===== config.mk =====
export PLATFORM = sky130hd
export DESIGN_NAME = ppu_top
export DESIGN_NICKNAME = d
export VERILOG_FILES = /design/src/verilog/ppu_pkg.sv /design/src/verilog/core_add.sv /design/src/verilog/core_add_sub.sv /design/src/verilog/core_sub.sv /design/src/verilog/posit_encode.sv /design/src/verilog/posit_operand_decode.sv /design/src/verilog/ppu_top.sv
export VERILOG_INCLUDE_DIRS = /design/src /design/src/verilog
export SDC_FILE = /design/constraint.sdc
export NUM_CORES = 1
export LEC_CHECK = 0
export ABC_AREA = 1
export BUFFER_PORTS_ARGS = -buffer_cell sky130_fd_sc_hd__buf_2
export CAP_MARGIN = 20
export CORE_ASPECT_RATIO = 1.25
export CORE_MARGIN = 1
export CORE_UTILIZATION = 35
export DETAILED_ROUTE_END_ITERATION = 10
export GPL_ROUTABILITY_DRIVEN = 0
export SYNTH_ARGS = -nofsm -noshare
export SYNTH_HDL_FRONTEND = slang
export SYNTH_SLANG_ARGS = --single-unit

===== constraint.sdc =====
create_clock -name clk_i -period 22.2 [get_ports clk_i]
set_input_delay 0 -clock clk_i [delete_from_list [all_inputs] [get_ports clk_i]]
set_output_delay 0 -clock clk_i [all_outputs]
set_load 0.02 [all_outputs]

===== src/verilog/ppu_defines.svh =====
/*
  Posit add unit configuration: word size, exponent size and derived widths.
*/
`ifndef PPU_DEFINES_SVH
`define PPU_DEFINES_SVH

`define PPU_N 16
`define PPU_ES 1

// Regime and exponent combined, signed.
`define PPU_TE_BITS 7

// Hidden bit plus fraction.
`define PPU_MANT_SIZE 14

`define PPU_MAX_TE_DIFF 16
`define PPU_MANT_ADD_RESULT_SIZE (`PPU_MANT_SIZE + `PPU_MAX_TE_DIFF + 1)
`define PPU_MANT_SUB_RESULT_SIZE (`PPU_MANT_ADD_RESULT_SIZE - 1)

// 1 registers the execute stage, 0 makes it combinational.
`define PIPELINE_STAGE 1

`endif


===== src/verilog/ppu_pkg.sv =====
/*
  Types shared by the posit add pipeline stages.
*/
`include "ppu_defines.svh"

package ppu_pkg;

  typedef logic [`PPU_N-1:0] posit_t;
  typedef logic signed [`PPU_TE_BITS-1:0] exponent_t;
  typedef logic [`PPU_MANT_SIZE-1:0] mant_t;
  typedef logic [`PPU_MANT_ADD_RESULT_SIZE-1:0] mant_sum_t;

  typedef enum logic {OP_ADD, OP_SUB} op_e;

  typedef enum logic [1:0] {
    SPECIAL_NONE,
    SPECIAL_ZERO, // Operands cancel exactly.
    SPECIAL_PASS, // One operand was zero.
    SPECIAL_NAR
  } special_e;

  localparam posit_t POSIT_NAR = {1'b1, {(`PPU_N-1){1'b0}}};

  typedef struct packed {
    logic      sign1;
    logic      sign2;
    exponent_t te1;
    exponent_t te2;
    mant_t     mant1;
    mant_t     mant2;
    logic      have_opposite_sign;
    special_e  special;
    posit_t    pass_value;
  } operands_t;

  typedef struct packed {
    logic      sign;
    exponent_t te;
    mant_sum_t mant;         // Hidden bit at MANT_ADD_RESULT_SIZE-2.
    logic      frac_truncated;
    special_e  special;
    posit_t    pass_value;
  } normalized_t;

endpackage


===== src/verilog/core_add.sv =====
/*
  Normalizer for effective addition: folds a carry back into the mantissa.
*/
`timescale 1ns/10ps
`include "ppu_defines.svh"

module core_add (
  input  ppu_pkg::mant_sum_t  mant_i,
  input  ppu_pkg::exponent_t  te_diff_i,
  output ppu_pkg::mant_sum_t  new_mant_o,
  output ppu_pkg::exponent_t  new_te_diff_o,
  output logic                frac_truncated_o
);

  logic carry;

  assign carry = mant_i[`PPU_MANT_ADD_RESULT_SIZE-1];

  // Sum in [2,4) moves back to [1,2).
  assign new_mant_o = carry ? mant_i >> 1 : mant_i;
  assign new_te_diff_o = te_diff_i + ppu_pkg::exponent_t'(carry);

  assign frac_truncated_o = carry & mant_i[0]; // Bit lost by the shift.

endmodule


===== src/verilog/core_add_sub.sv =====
/*
  Execute stage: aligns mantissa 2 to mantissa 1, sums them and normalizes.
  Operand 1 is expected to have the larger magnitude.
*/
`timescale 1ns/10ps
`include "ppu_defines.svh"

module core_add_sub (
  input  logic                  clk_i,
  input  logic                  rst_i,
  input  logic                  valid_i,
  input  ppu_pkg::operands_t    operands_i,
  output ppu_pkg::normalized_t  normalized_o,
  output logic                  valid_o
);

  localparam int UP_W = `PPU_MANT_SIZE + `PPU_MAX_TE_DIFF;

  ppu_pkg::exponent_t te_diff_st0, te_diff_st1, te2_st1;
  logic [UP_W-1:0] mant1_up, mant2_up, mant2_addend;
  ppu_pkg::mant_sum_t mant_sum_st0, mant_sum_st1;
  logic opposite_st1, sign_st1, valid_st1;
  ppu_pkg::special_e special_st1;
  ppu_pkg::posit_t pass_st1;

  assign te_diff_st0 = operands_i.te1 - operands_i.te2;

  assign mant1_up = {operands_i.mant1, {`PPU_MAX_TE_DIFF{1'b0}}};
  assign mant2_up = {operands_i.mant2, {`PPU_MAX_TE_DIFF{1'b0}}} >> te_diff_st0;
  assign mant2_addend = operands_i.have_opposite_sign ? ~mant2_up + 1'b1 : mant2_up;
  assign mant_sum_st0 = {1'b0, mant1_up} + {1'b0, mant2_addend};

  generate
    if (`PIPELINE_STAGE) begin : g_pipe
      always_ff @(posedge clk_i) begin
        if (rst_i) begin
          valid_st1 <= 1'b0;
        end else begin
          valid_st1 <= valid_i;
        end
      end

      always_ff @(posedge clk_i) begin
        te_diff_st1 <= te_diff_st0;
        mant_sum_st1 <= mant_sum_st0;
        te2_st1 <= operands_i.te2;
        opposite_st1 <= operands_i.have_opposite_sign;
        sign_st1 <= operands_i.sign1;
        special_st1 <= operands_i.special;
        pass_st1 <= operands_i.pass_value;
      end
    end else begin : g_comb
      assign valid_st1 = valid_i;
      assign te_diff_st1 = te_diff_st0;
      assign mant_sum_st1 = mant_sum_st0;
      assign te2_st1 = operands_i.te2;
      assign opposite_st1 = operands_i.have_opposite_sign;
      assign sign_st1 = operands_i.sign1;
      assign special_st1 = operands_i.special;
      assign pass_st1 = operands_i.pass_value;
    end
  endgenerate

  ppu_pkg::mant_sum_t mant_add;
  ppu_pkg::exponent_t te_diff_add;
  logic add_truncated;

  core_add core_add_inst (
    .mant_i           (mant_sum_st1),
    .te_diff_i        (te_diff_st1),
    .new_mant_o       (mant_add),
    .new_te_diff_o    (te_diff_add),
    .frac_truncated_o (add_truncated)
  );

  logic [`PPU_MANT_SUB_RESULT_SIZE-1:0] mant_sub;
  ppu_pkg::exponent_t te_diff_sub;

  // Carry out of a subtraction is dropped.
  core_sub core_sub_inst (
    .mant_i        (mant_sum_st1[`PPU_MANT_SUB_RESULT_SIZE-1:0]),
    .te_diff_i     (te_diff_st1),
    .new_mant_o    (mant_sub),
    .new_te_diff_o (te_diff_sub)
  );

  ppu_pkg::exponent_t te_diff_updated;

  assign te_diff_updated = opposite_st1 ? te_diff_sub : te_diff_add;

  assign normalized_o.sign = sign_st1;
  assign normalized_o.te = te2_st1 + te_diff_updated;
  assign normalized_o.mant = opposite_st1 ? {1'b0, mant_sub} : mant_add;
  assign normalized_o.frac_truncated = ~opposite_st1 & add_truncated;
  assign normalized_o.special = special_st1;
  assign normalized_o.pass_value = pass_st1;

  assign valid_o = valid_st1;

endmodule


===== src/verilog/core_sub.sv =====
/*
  Normalizer for effective subtraction: removes leading zeros left by
  cancellation and lowers the exponent to match.
*/
`timescale 1ns/10ps
`include "ppu_defines.svh"

module core_sub (
  input  logic [`PPU_MANT_SUB_RESULT_SIZE-1:0]  mant_i,
  input  ppu_pkg::exponent_t                    te_diff_i,
  output logic [`PPU_MANT_SUB_RESULT_SIZE-1:0]  new_mant_o,
  output ppu_pkg::exponent_t                    new_te_diff_o
);

  localparam int W = `PPU_MANT_SUB_RESULT_SIZE;
  localparam int LZ_BITS = $clog2(W);

  logic [LZ_BITS-1:0] lz;

  // Highest set bit wins, so the scan runs upward.
  always_comb begin
    lz = '0;
    for (int i = 0; i < W; i++) begin
      if (mant_i[i]) begin
        lz = LZ_BITS'(W - 1 - i);
      end
    end
  end

  assign new_mant_o = mant_i << lz;
  assign new_te_diff_o = te_diff_i - ppu_pkg::exponent_t'(lz);

endmodule


===== src/verilog/posit_encode.sv =====
/*
  Result stage: builds regime, exponent and fraction, rounds to nearest even
  with saturation, and substitutes special results.
*/
`timescale 1ns/10ps
`include "ppu_defines.svh"

module posit_encode (
  input  logic                  clk_i,
  input  logic                  rst_i,
  input  logic                  valid_i,
  input  ppu_pkg::normalized_t  normalized_i,
  output ppu_pkg::posit_t       result_o,
  output logic                  valid_o
);

  localparam int FRAC_W = `PPU_MANT_ADD_RESULT_SIZE - 2;
  localparam int SEED_W = FRAC_W + `PPU_ES + 2;
  localparam int PAD_W = `PPU_N;
  localparam int STR_W = SEED_W + PAD_W;
  localparam ppu_pkg::exponent_t MAX_REGIME = `PPU_N - 2;
  localparam ppu_pkg::posit_t MAXPOS = {1'b0, {(`PPU_N-1){1'b1}}};
  localparam ppu_pkg::posit_t MINPOS = 1;

  ppu_pkg::exponent_t regime, shamt;
  logic [SEED_W-3:0] tail;
  logic [SEED_W-1:0] seed;
  logic signed [STR_W-1:0] str;
  logic [`PPU_N-2:0] body;
  logic guard, sticky, round_up;
  ppu_pkg::posit_t rounded, mag, word;

  assign tail = {normalized_i.te[`PPU_ES-1:0], normalized_i.mant[FRAC_W-1:0]};

  always_comb begin
    regime = normalized_i.te >>> `PPU_ES;

    // Arithmetic shift of 10.. or 01.. spreads the regime run.
    shamt = (regime >= 0) ? regime : -regime - 1;
    seed = (regime >= 0) ? {2'b10, tail} : {2'b01, tail};
    str = $signed({seed, {PAD_W{1'b0}}}) >>> shamt;

    body = str[STR_W-1 -: `PPU_N-1];
    guard = str[STR_W-`PPU_N];
    sticky = (|str[STR_W-`PPU_N-1:0]) | normalized_i.frac_truncated;
    round_up = guard & (sticky | body[0]); // Ties to even.
    rounded = {1'b0, body} + ppu_pkg::posit_t'(round_up);

    if (regime >= MAX_REGIME) begin
      mag = MAXPOS;
    end else if (regime < -MAX_REGIME) begin
      mag = MINPOS;
    end else if (rounded[`PPU_N-1]) begin
      mag = MAXPOS; // Never round up into NaR.
    end else begin
      mag = rounded;
    end

    case (normalized_i.special)
      ppu_pkg::SPECIAL_NAR:  word = ppu_pkg::POSIT_NAR;
      ppu_pkg::SPECIAL_ZERO: word = '0;
      ppu_pkg::SPECIAL_PASS: word = normalized_i.pass_value;
      default:               word = normalized_i.sign ? ~mag + 1'b1 : mag;
    endcase
  end

  always_ff @(posedge clk_i) begin
    if (rst_i) begin
      valid_o <= 1'b0;
      result_o <= '0;
    end else begin
      valid_o <= valid_i;
      if (valid_i) begin
        result_o <= word; // Holds between strobes.
      end
    end
  end

endmodule


===== src/verilog/posit_operand_decode.sv =====
/*
  Decode stage: unpacks both posits, flags specials and orders the operands
  so that operand 1 has the larger magnitude.
*/
`timescale 1ns/10ps
`include "ppu_defines.svh"

module posit_operand_decode (
  input  logic                clk_i,
  input  logic                rst_i,
  input  logic                valid_i,
  input  ppu_pkg::op_e        op_i,
  input  ppu_pkg::posit_t     a_i,
  input  ppu_pkg::posit_t     b_i,
  output ppu_pkg::operands_t  operands_o,
  output logic                valid_o
);

  function automatic void decode_posit(
    input  ppu_pkg::posit_t    p,
    output logic               sign,
    output ppu_pkg::exponent_t te,
    output ppu_pkg::mant_t     mant
  );
    logic [`PPU_N-2:0] u;
    logic [`PPU_N-2:0] rest;
    logic [4:0] run;
    logic run_done;
    ppu_pkg::exponent_t regime;
    sign = p[`PPU_N-1];
    u = sign ? (~p[`PPU_N-2:0] + 1'b1) : p[`PPU_N-2:0];
    run = 5'd1;
    run_done = 1'b0;
    for (int i = `PPU_N-3; i >= 0; i--) begin
      if (!run_done && (u[i] == u[`PPU_N-2])) begin
        run = run + 5'd1;
      end else begin
        run_done = 1'b1;
      end
    end
    regime = u[`PPU_N-2] ? ppu_pkg::exponent_t'(run - 5'd1) : -ppu_pkg::exponent_t'(run);
    rest = u << (run + 5'd1); // Drop regime run and its terminator.
    te = (regime <<< `PPU_ES) + ppu_pkg::exponent_t'(rest[`PPU_N-2 -: `PPU_ES]);
    mant = {1'b1, rest[`PPU_N-2-`PPU_ES -: `PPU_MANT_SIZE-1]};
  endfunction

  ppu_pkg::posit_t b_eff;
  logic sign_a, sign_b;
  ppu_pkg::exponent_t te_a, te_b;
  ppu_pkg::mant_t mant_a, mant_b;
  logic a_larger;
  ppu_pkg::operands_t operands;

  assign b_eff = (op_i == ppu_pkg::OP_SUB) ? ~b_i + 1'b1 : b_i; // Posit negation.

  always_comb begin
    decode_posit(a_i, sign_a, te_a, mant_a);
    decode_posit(b_eff, sign_b, te_b, mant_b);
    a_larger = (te_a > te_b) || ((te_a == te_b) && (mant_a >= mant_b));

    operands.sign1 = a_larger ? sign_a : sign_b;
    operands.sign2 = a_larger ? sign_b : sign_a;
    operands.te1 = a_larger ? te_a : te_b;
    operands.te2 = a_larger ? te_b : te_a;
    operands.mant1 = a_larger ? mant_a : mant_b;
    operands.mant2 = a_larger ? mant_b : mant_a;
    operands.have_opposite_sign = sign_a ^ sign_b;

    operands.pass_value = a_i;
    if (a_i == ppu_pkg::POSIT_NAR || b_eff == ppu_pkg::POSIT_NAR) begin
      operands.special = ppu_pkg::SPECIAL_NAR;
    end else if (a_i == '0) begin
      operands.special = ppu_pkg::SPECIAL_PASS;
      operands.pass_value = b_eff;
    end else if (b_eff == '0) begin
      operands.special = ppu_pkg::SPECIAL_PASS;
    end else if (ppu_pkg::posit_t'(a_i + b_eff) == '0) begin
      operands.special = ppu_pkg::SPECIAL_ZERO; // x - x.
    end else begin
      operands.special = ppu_pkg::SPECIAL_NONE;
    end
  end

  always_ff @(posedge clk_i) begin
    if (rst_i) begin
      valid_o <= 1'b0;
    end else begin
      valid_o <= valid_i;
    end
  end

  always_ff @(posedge clk_i) begin
    operands_o <= operands;
  end

endmodule


===== src/verilog/ppu_top.sv =====
/*
  Posit adder/subtractor: decode, execute and result stages, three cycles
  from strobe to result.
*/
`timescale 1ns/10ps

module ppu_top (
  input  logic             clk_i,
  input  logic             rst_i,
  input  logic             valid_i,
  input  ppu_pkg::op_e     op_i,
  input  ppu_pkg::posit_t  a_i,
  input  ppu_pkg::posit_t  b_i,
  output logic             valid_o,
  output ppu_pkg::posit_t  result_o
);

  ppu_pkg::operands_t operands;
  logic operands_valid;
  ppu_pkg::normalized_t normalized;
  logic normalized_valid;

  posit_operand_decode decode_inst (
    .clk_i      (clk_i),
    .rst_i      (rst_i),
    .valid_i    (valid_i),
    .op_i       (op_i),
    .a_i        (a_i),
    .b_i        (b_i),
    .operands_o (operands),
    .valid_o    (operands_valid)
  );

  core_add_sub core_add_sub_inst (
    .clk_i        (clk_i),
    .rst_i        (rst_i),
    .valid_i      (operands_valid),
    .operands_i   (operands),
    .normalized_o (normalized),
    .valid_o      (normalized_valid)
  );

  posit_encode encode_inst (
    .clk_i        (clk_i),
    .rst_i        (rst_i),
    .valid_i      (normalized_valid),
    .normalized_i (normalized),
    .result_o     (result_o),
    .valid_o      (valid_o)
  );

endmodule

; Yosys cells after proc, flatten, opt, wreduce, memory -nomap -nowiden
; Cells that the tools add are included.
; W data, S select, Z words.
[word_totals]
reg_bits = 146
latch_bits = 0
ramBits = 0
romBits = 0
elab_cells = 292
n_memories = 0
[classes]
n_addsub = 48
multipliers = 0
div = 0
magnitude_cmp = 5
eq_ne = 34
n_shift = 5
n_mux = 110
bitwise = 12
n_reduce_logical = 58
[op_table]
columns = operator, n
row1 = $mux W5, 56
row2 = $add A5 B1 Y5 const B, 27
row3 = $mux W16, 6
row4 = $mux W29, 2
row5 = $logic_not A16 Y1, 3
row6 = $pmux W16 S3, 1
row7 = $sshr A48 B7 Y48, 1
row8 = $mux W15, 3
row9 = $add A16 B1 Y16 const B, 2
row10 = $eq A16 B16 Y1 const B, 2
row11 = $mux W32, 1
row12 = $not A16 Y16, 2
row13 = $reduce_or A32 Y1, 1
row14 = $add A30 B30 Y31, 1
row15 = $add A15 B1 Y15 const B, 2
row16 = $add A30 B1 Y30 const B, 1
row17 = $mux W1, 30
row18 = $mux W30, 1
row19 = $not A15 Y15, 2
row20 = $not A30 Y30, 1
row21 = $shl A15 B5 Y15, 2
row22 = $shl A30 B5 Y29, 1
row23 = $shr A30 B7 Y30, 1
row24 = $eq A1 B1 Y1, 28
row25 = 31 further kinds, 95

; Longest topological paths before layout
[depth]
ltp_word = 52
ltp_mapped = 76
depth_no_buf = 72

; Cells and area by module
; From an unflattened synthesis, not the netlist that was laid out.
[unflattened]
cells_unflattened = 3586
area_unflattened_um2 = 21017.7
[modules_own_cells]
columns = module, instances, cells_each, area_each_um2, seq_area_each_um2
row1 = posit_operand_decode, 1, 1481, 8881.0, 1241.2
row2 = core_add_sub, 1, 750, 5293.8, 1321.3
row3 = posit_encode, 1, 749, 4013.8, 340.3
row4 = core_sub, 1, 484, 2303.5, 0.0
row5 = core_add, 1, 122, 525.5, 0.0

; Worst setup path before layout
; No wires, ideal clock.
[synth_timing]
path_type = input port to flip-flop
start = input port b_i[0]
end = register decode_inst.operands_o[48] (netlist bit)
setup_time_ns = 0.133
t_arrival_ns = 9.442
required_ns = 22.067
path_slack_ns = 12.625
path_stages = 62
n_path_buf = 3
path_cell_list = inv_2 ha_1 inv_1 nor2_2 nand4_2 nor3_2 nor2_1 xor2_1 nor2_1 nand2_1 nor2_2 nand2_1 nand2_1 nand2_1 nand2_2 buf_1 nand2_1 a21oi_1 [26 not listed] ha_1 inv_1 o21ai_1 ha_1 clkbuf_1 nor3_1 nand2_1 o21ai_1 nand2_1 o21ai_1 nand2_1 ha_1 a21o_1 a211oi_1 nand4_1 nand2_1 clkbuf_1 o21ai_0
[synth_lines]
columns = element, line
row1 = start: declaration, ppu_top.sv:13  ; input ppu_pkg::posit_t b_i,
row2 = end signal: assignment, posit_operand_decode.sv:93  ; operands_o <= operands;
row3 = end: declaration, posit_operand_decode.sv:15  ; output ppu_pkg::operands_t operands_o,

==> impl_results.md <==
* CP Data Required Time at 22450 ps
* First-pass DRT Iterations at 7
* Die Width at 202 um
* Nets@finish at ~3.1k
* Met3 usage at 0.0159
* CP arrival at 11160 ps
* CP max stage cell: a211oi_1
* Floorplan row count at about 90
* Run status: finished clean
* Buf/Inv on CP at 9
* # IOs at between 50 and 60
* Post-synth EDFFs at 0
* Crit share post-route at 0.491
* H-tree depth at 4
* Clk_lat worst skew at approximately 430 ps
* Area Overhead vs Synth at 9.04%
* Global-route wire length before repair at around 86000 um
* Final Max Tran Viols at 0
* Commonest cells after routing, fill and taps aside: nand2_1 (864), nand3_1 (455), inv_1 (313)
* Syn_area_per_cell at between 5 and 6 um^2
* Leading cell type in the layout, fill and taps excluded: nand2_1
* 1st-iter DRT viols at ~1.1k
* Cell variety after synth at between 60 and 70
* Post-Route WL at between 50000 and 60000 um
* Port-buffer cells at 52
* Largest net degree at the start of global routing at 43
* Syn Inst Count at just over 3k
* Min Clock Period, post-route at about 11000 ps
* Crit path max fanout at between 40 and 50
* Crit path kind: input port to flip-flop
* Cell Area, Synth at approximately 17000 um^2
* Post-layout util at 0.387
* DRC violations left at 0
* Final Hold Viols at 0
* Sequential fraction of the synthesis area at 0.165
* WL/cell at roughly 14 um
* Crit start category: input port
* Max clock buf depth at 2
* Top_reg_cell synth: dfxtp_1
* Setup crit end kind: flip-flop
* Synthesis Warnings at 0
* Die area at just over 50000 um^2
* Grt peak-use layer: met2
* Root buffer cell: clkbuf_16
* M2 GR Usage at 0.370
* MaxCap Viol Count at 0
* Clock transition at path regs at approximately 60 ps
* CP delay by family, top: adder cells
* FILL cells at 5531
* Vias at about 19k
* RSZ-0062 raised after global routing: false
* Worst-Margin Slew at around 1100 ps
* Share of layout cells above drive strength 1 at 0.0761
* DP HPWL at around 42000 um
* Num Clock Sinks at 144
* Number of synthesized register bits at 144
* Initial antenna violation count at 0
* Post-synthesis async set-or-reset flop share at 0
* Post-route setup TNS at 0 ps
* Setup violators final at 0
* Vias in the first global route at about 18k
* # diodes at 0
* Gr usage total at 0.205
* Fmax at ~0.09 GHz
* DIE HEIGHT at between 200 and 300 um
* Initial core utilization at 0.355
* Met1 Use GR at 0.244
* GRT overflow at 0
* Post-Syn Nets at about 3.2k
* CTS tree: yes
* Slew margin rel. at 0.256
* Number of routed nets with antenna violations at 0
* CTS Buf Count at 17
* Core Region at approximately 49000 um^2
* Worst Skew at ~14 ps
* HP Class: input port to flip-flop
* Crit-path max cell delay at about 560 ps
* DR vias/cell at 5.12
==> worst register-to-register path, delay by kind of cell, from the launching register on <==
kind | cells | cell delay [ps]
buffers and inverters | 8 | 2170
xor gates and xnor gates | 2 | 320
AOI/OAI and AO/OA | 5 | 890
and+or+nand+nor | 51 | 4900
adders and majority gates | 4 | 1260
DFF | 1 | 440
==> final timing paths <==
| check | start | end | slack [ps] | depth (start not counted) |
|---|---|---|---|---|
| max | a_i[1] | decode_inst.operands_o[48]$_DFF_P_ | 11290 | 59 |
| max reg2reg | core_add_sub_inst.mant_sum_st1[1]$_DFF_P_ | encode_inst.result_o[15]$_SDFFE_PP0P_ | 12080 | 70 |
| min reg2reg | decode_inst.operands_o[4]$_DFF_P_ | core_add_sub_inst.pass_st1[4]$_DFF_P_ | 330 | 0 |
| min | b_i[9] | decode_inst.operands_o[9]$_DFF_P_ | 30 | 4 |
==> metrics by stage <==
stage	hold WS (ps)	cell area, um^2	cells	worst slack (ps)
2_1_floorplan	71.2	17500	3016	12630
5_1_grt	24.2	19100	3674	10270
3_5_place_dp	210	18200	3624	10970
6_report	28.0	19100	3674	11290
4_1_cts	9.73	19100	3673	11360
3_3_place_gp	208	18200	3623	10860
==> cell families (layout without fill, tap and decap cells) <==
group           count (synthesis)  count (layout)  synth area share
simple gates                 1698            1698             0.425
buf+inv                       472             479             0.105
compound gates                449             449             0.146
flops                         144             144             0.165
xor+xnor                      141             141            0.0779
fa+ha+maj                     103             103            0.0758
mux                             9               9           0.00544
==> synthesized netlist by cell type, types with 16 or more instances <==
library cell | count | area share
a21oi_1 | 94 | 0.027
a31oi_1 | 16 | 0.0057
buf_1 | 17 | 0.0036
clkbuf_1 | 78 | 0.017
dfxtp_1 | 144 | 0.16
ha_1 | 98 | 0.070
inv_1 | 313 | 0.067
inv_2 | 37 | 0.0079
nand2_1 | 864 | 0.19
nand2_2 | 19 | 0.0068
nand3_1 | 455 | 0.13
nand4_1 | 43 | 0.015
nor2_1 | 235 | 0.050
o21ai_0 | 208 | 0.060
o21ai_1 | 32 | 0.0092
o22ai_1 | 20 | 0.0072
xnor2_1 | 32 | 0.016
xor2_1 | 95 | 0.048
==> final cells by class <==
class | count | area, um^2 | area share
clock inverter | 14 | 228 | 0.0119
sequential | 144 | 2880 | 0.151
multi-input combinational | 2400 | 12800 | 0.670
inverter | 362 | 1370 | 0.0718
timing repair buffer | 85 | 571 | 0.0299
tap | 651 | 815 | 0.0427
clock buffer | 18 | 429 | 0.0225
==> registers in the layout, summed over array words and instances (netlist names) <==
| signal | cells |
|---|---|
| core_add_sub_inst.opposite_st1 | 1 |
| encode_inst.valid_o | 1 |
| core_add_sub_inst.valid_o | 1 |
| core_add_sub_inst.sign_st1 | 1 |
| core_add_sub_inst.pass_st1 | 16 |
| core_add_sub_inst.special_st1 | 2 |
| encode_inst.result_o | 16 |
| decode_inst.valid_o | 1 |
| core_add_sub_inst.te2_st1 | 7 |
| decode_inst.operands_o | 60 |
| core_add_sub_inst.mant_sum_st1 | 31 |
| core_add_sub_inst.te_diff_st1 | 7 |
==> metal layers <==
| layer | vias up | share of wire |
|---|---|---|
| met3 | 109 | 0.032 |
| li1 | 9897 | - |
| met5 | - | 0 |
| met2 | 459 | 0.49 |
| met1 | 8337 | 0.43 |
| met4 | 0 | 0.044 |
==> what timing repair did <==
item,in CTS,in global routing
gates resized for setup,0,0
hold buffers,17,0
buffers inserted,0,0
endpoints found under the hold margin,18,0
Power is left out: the tool's default activity adds up to more than one toggle a clock period on the data nets, which glitch-free logic cannot reach.
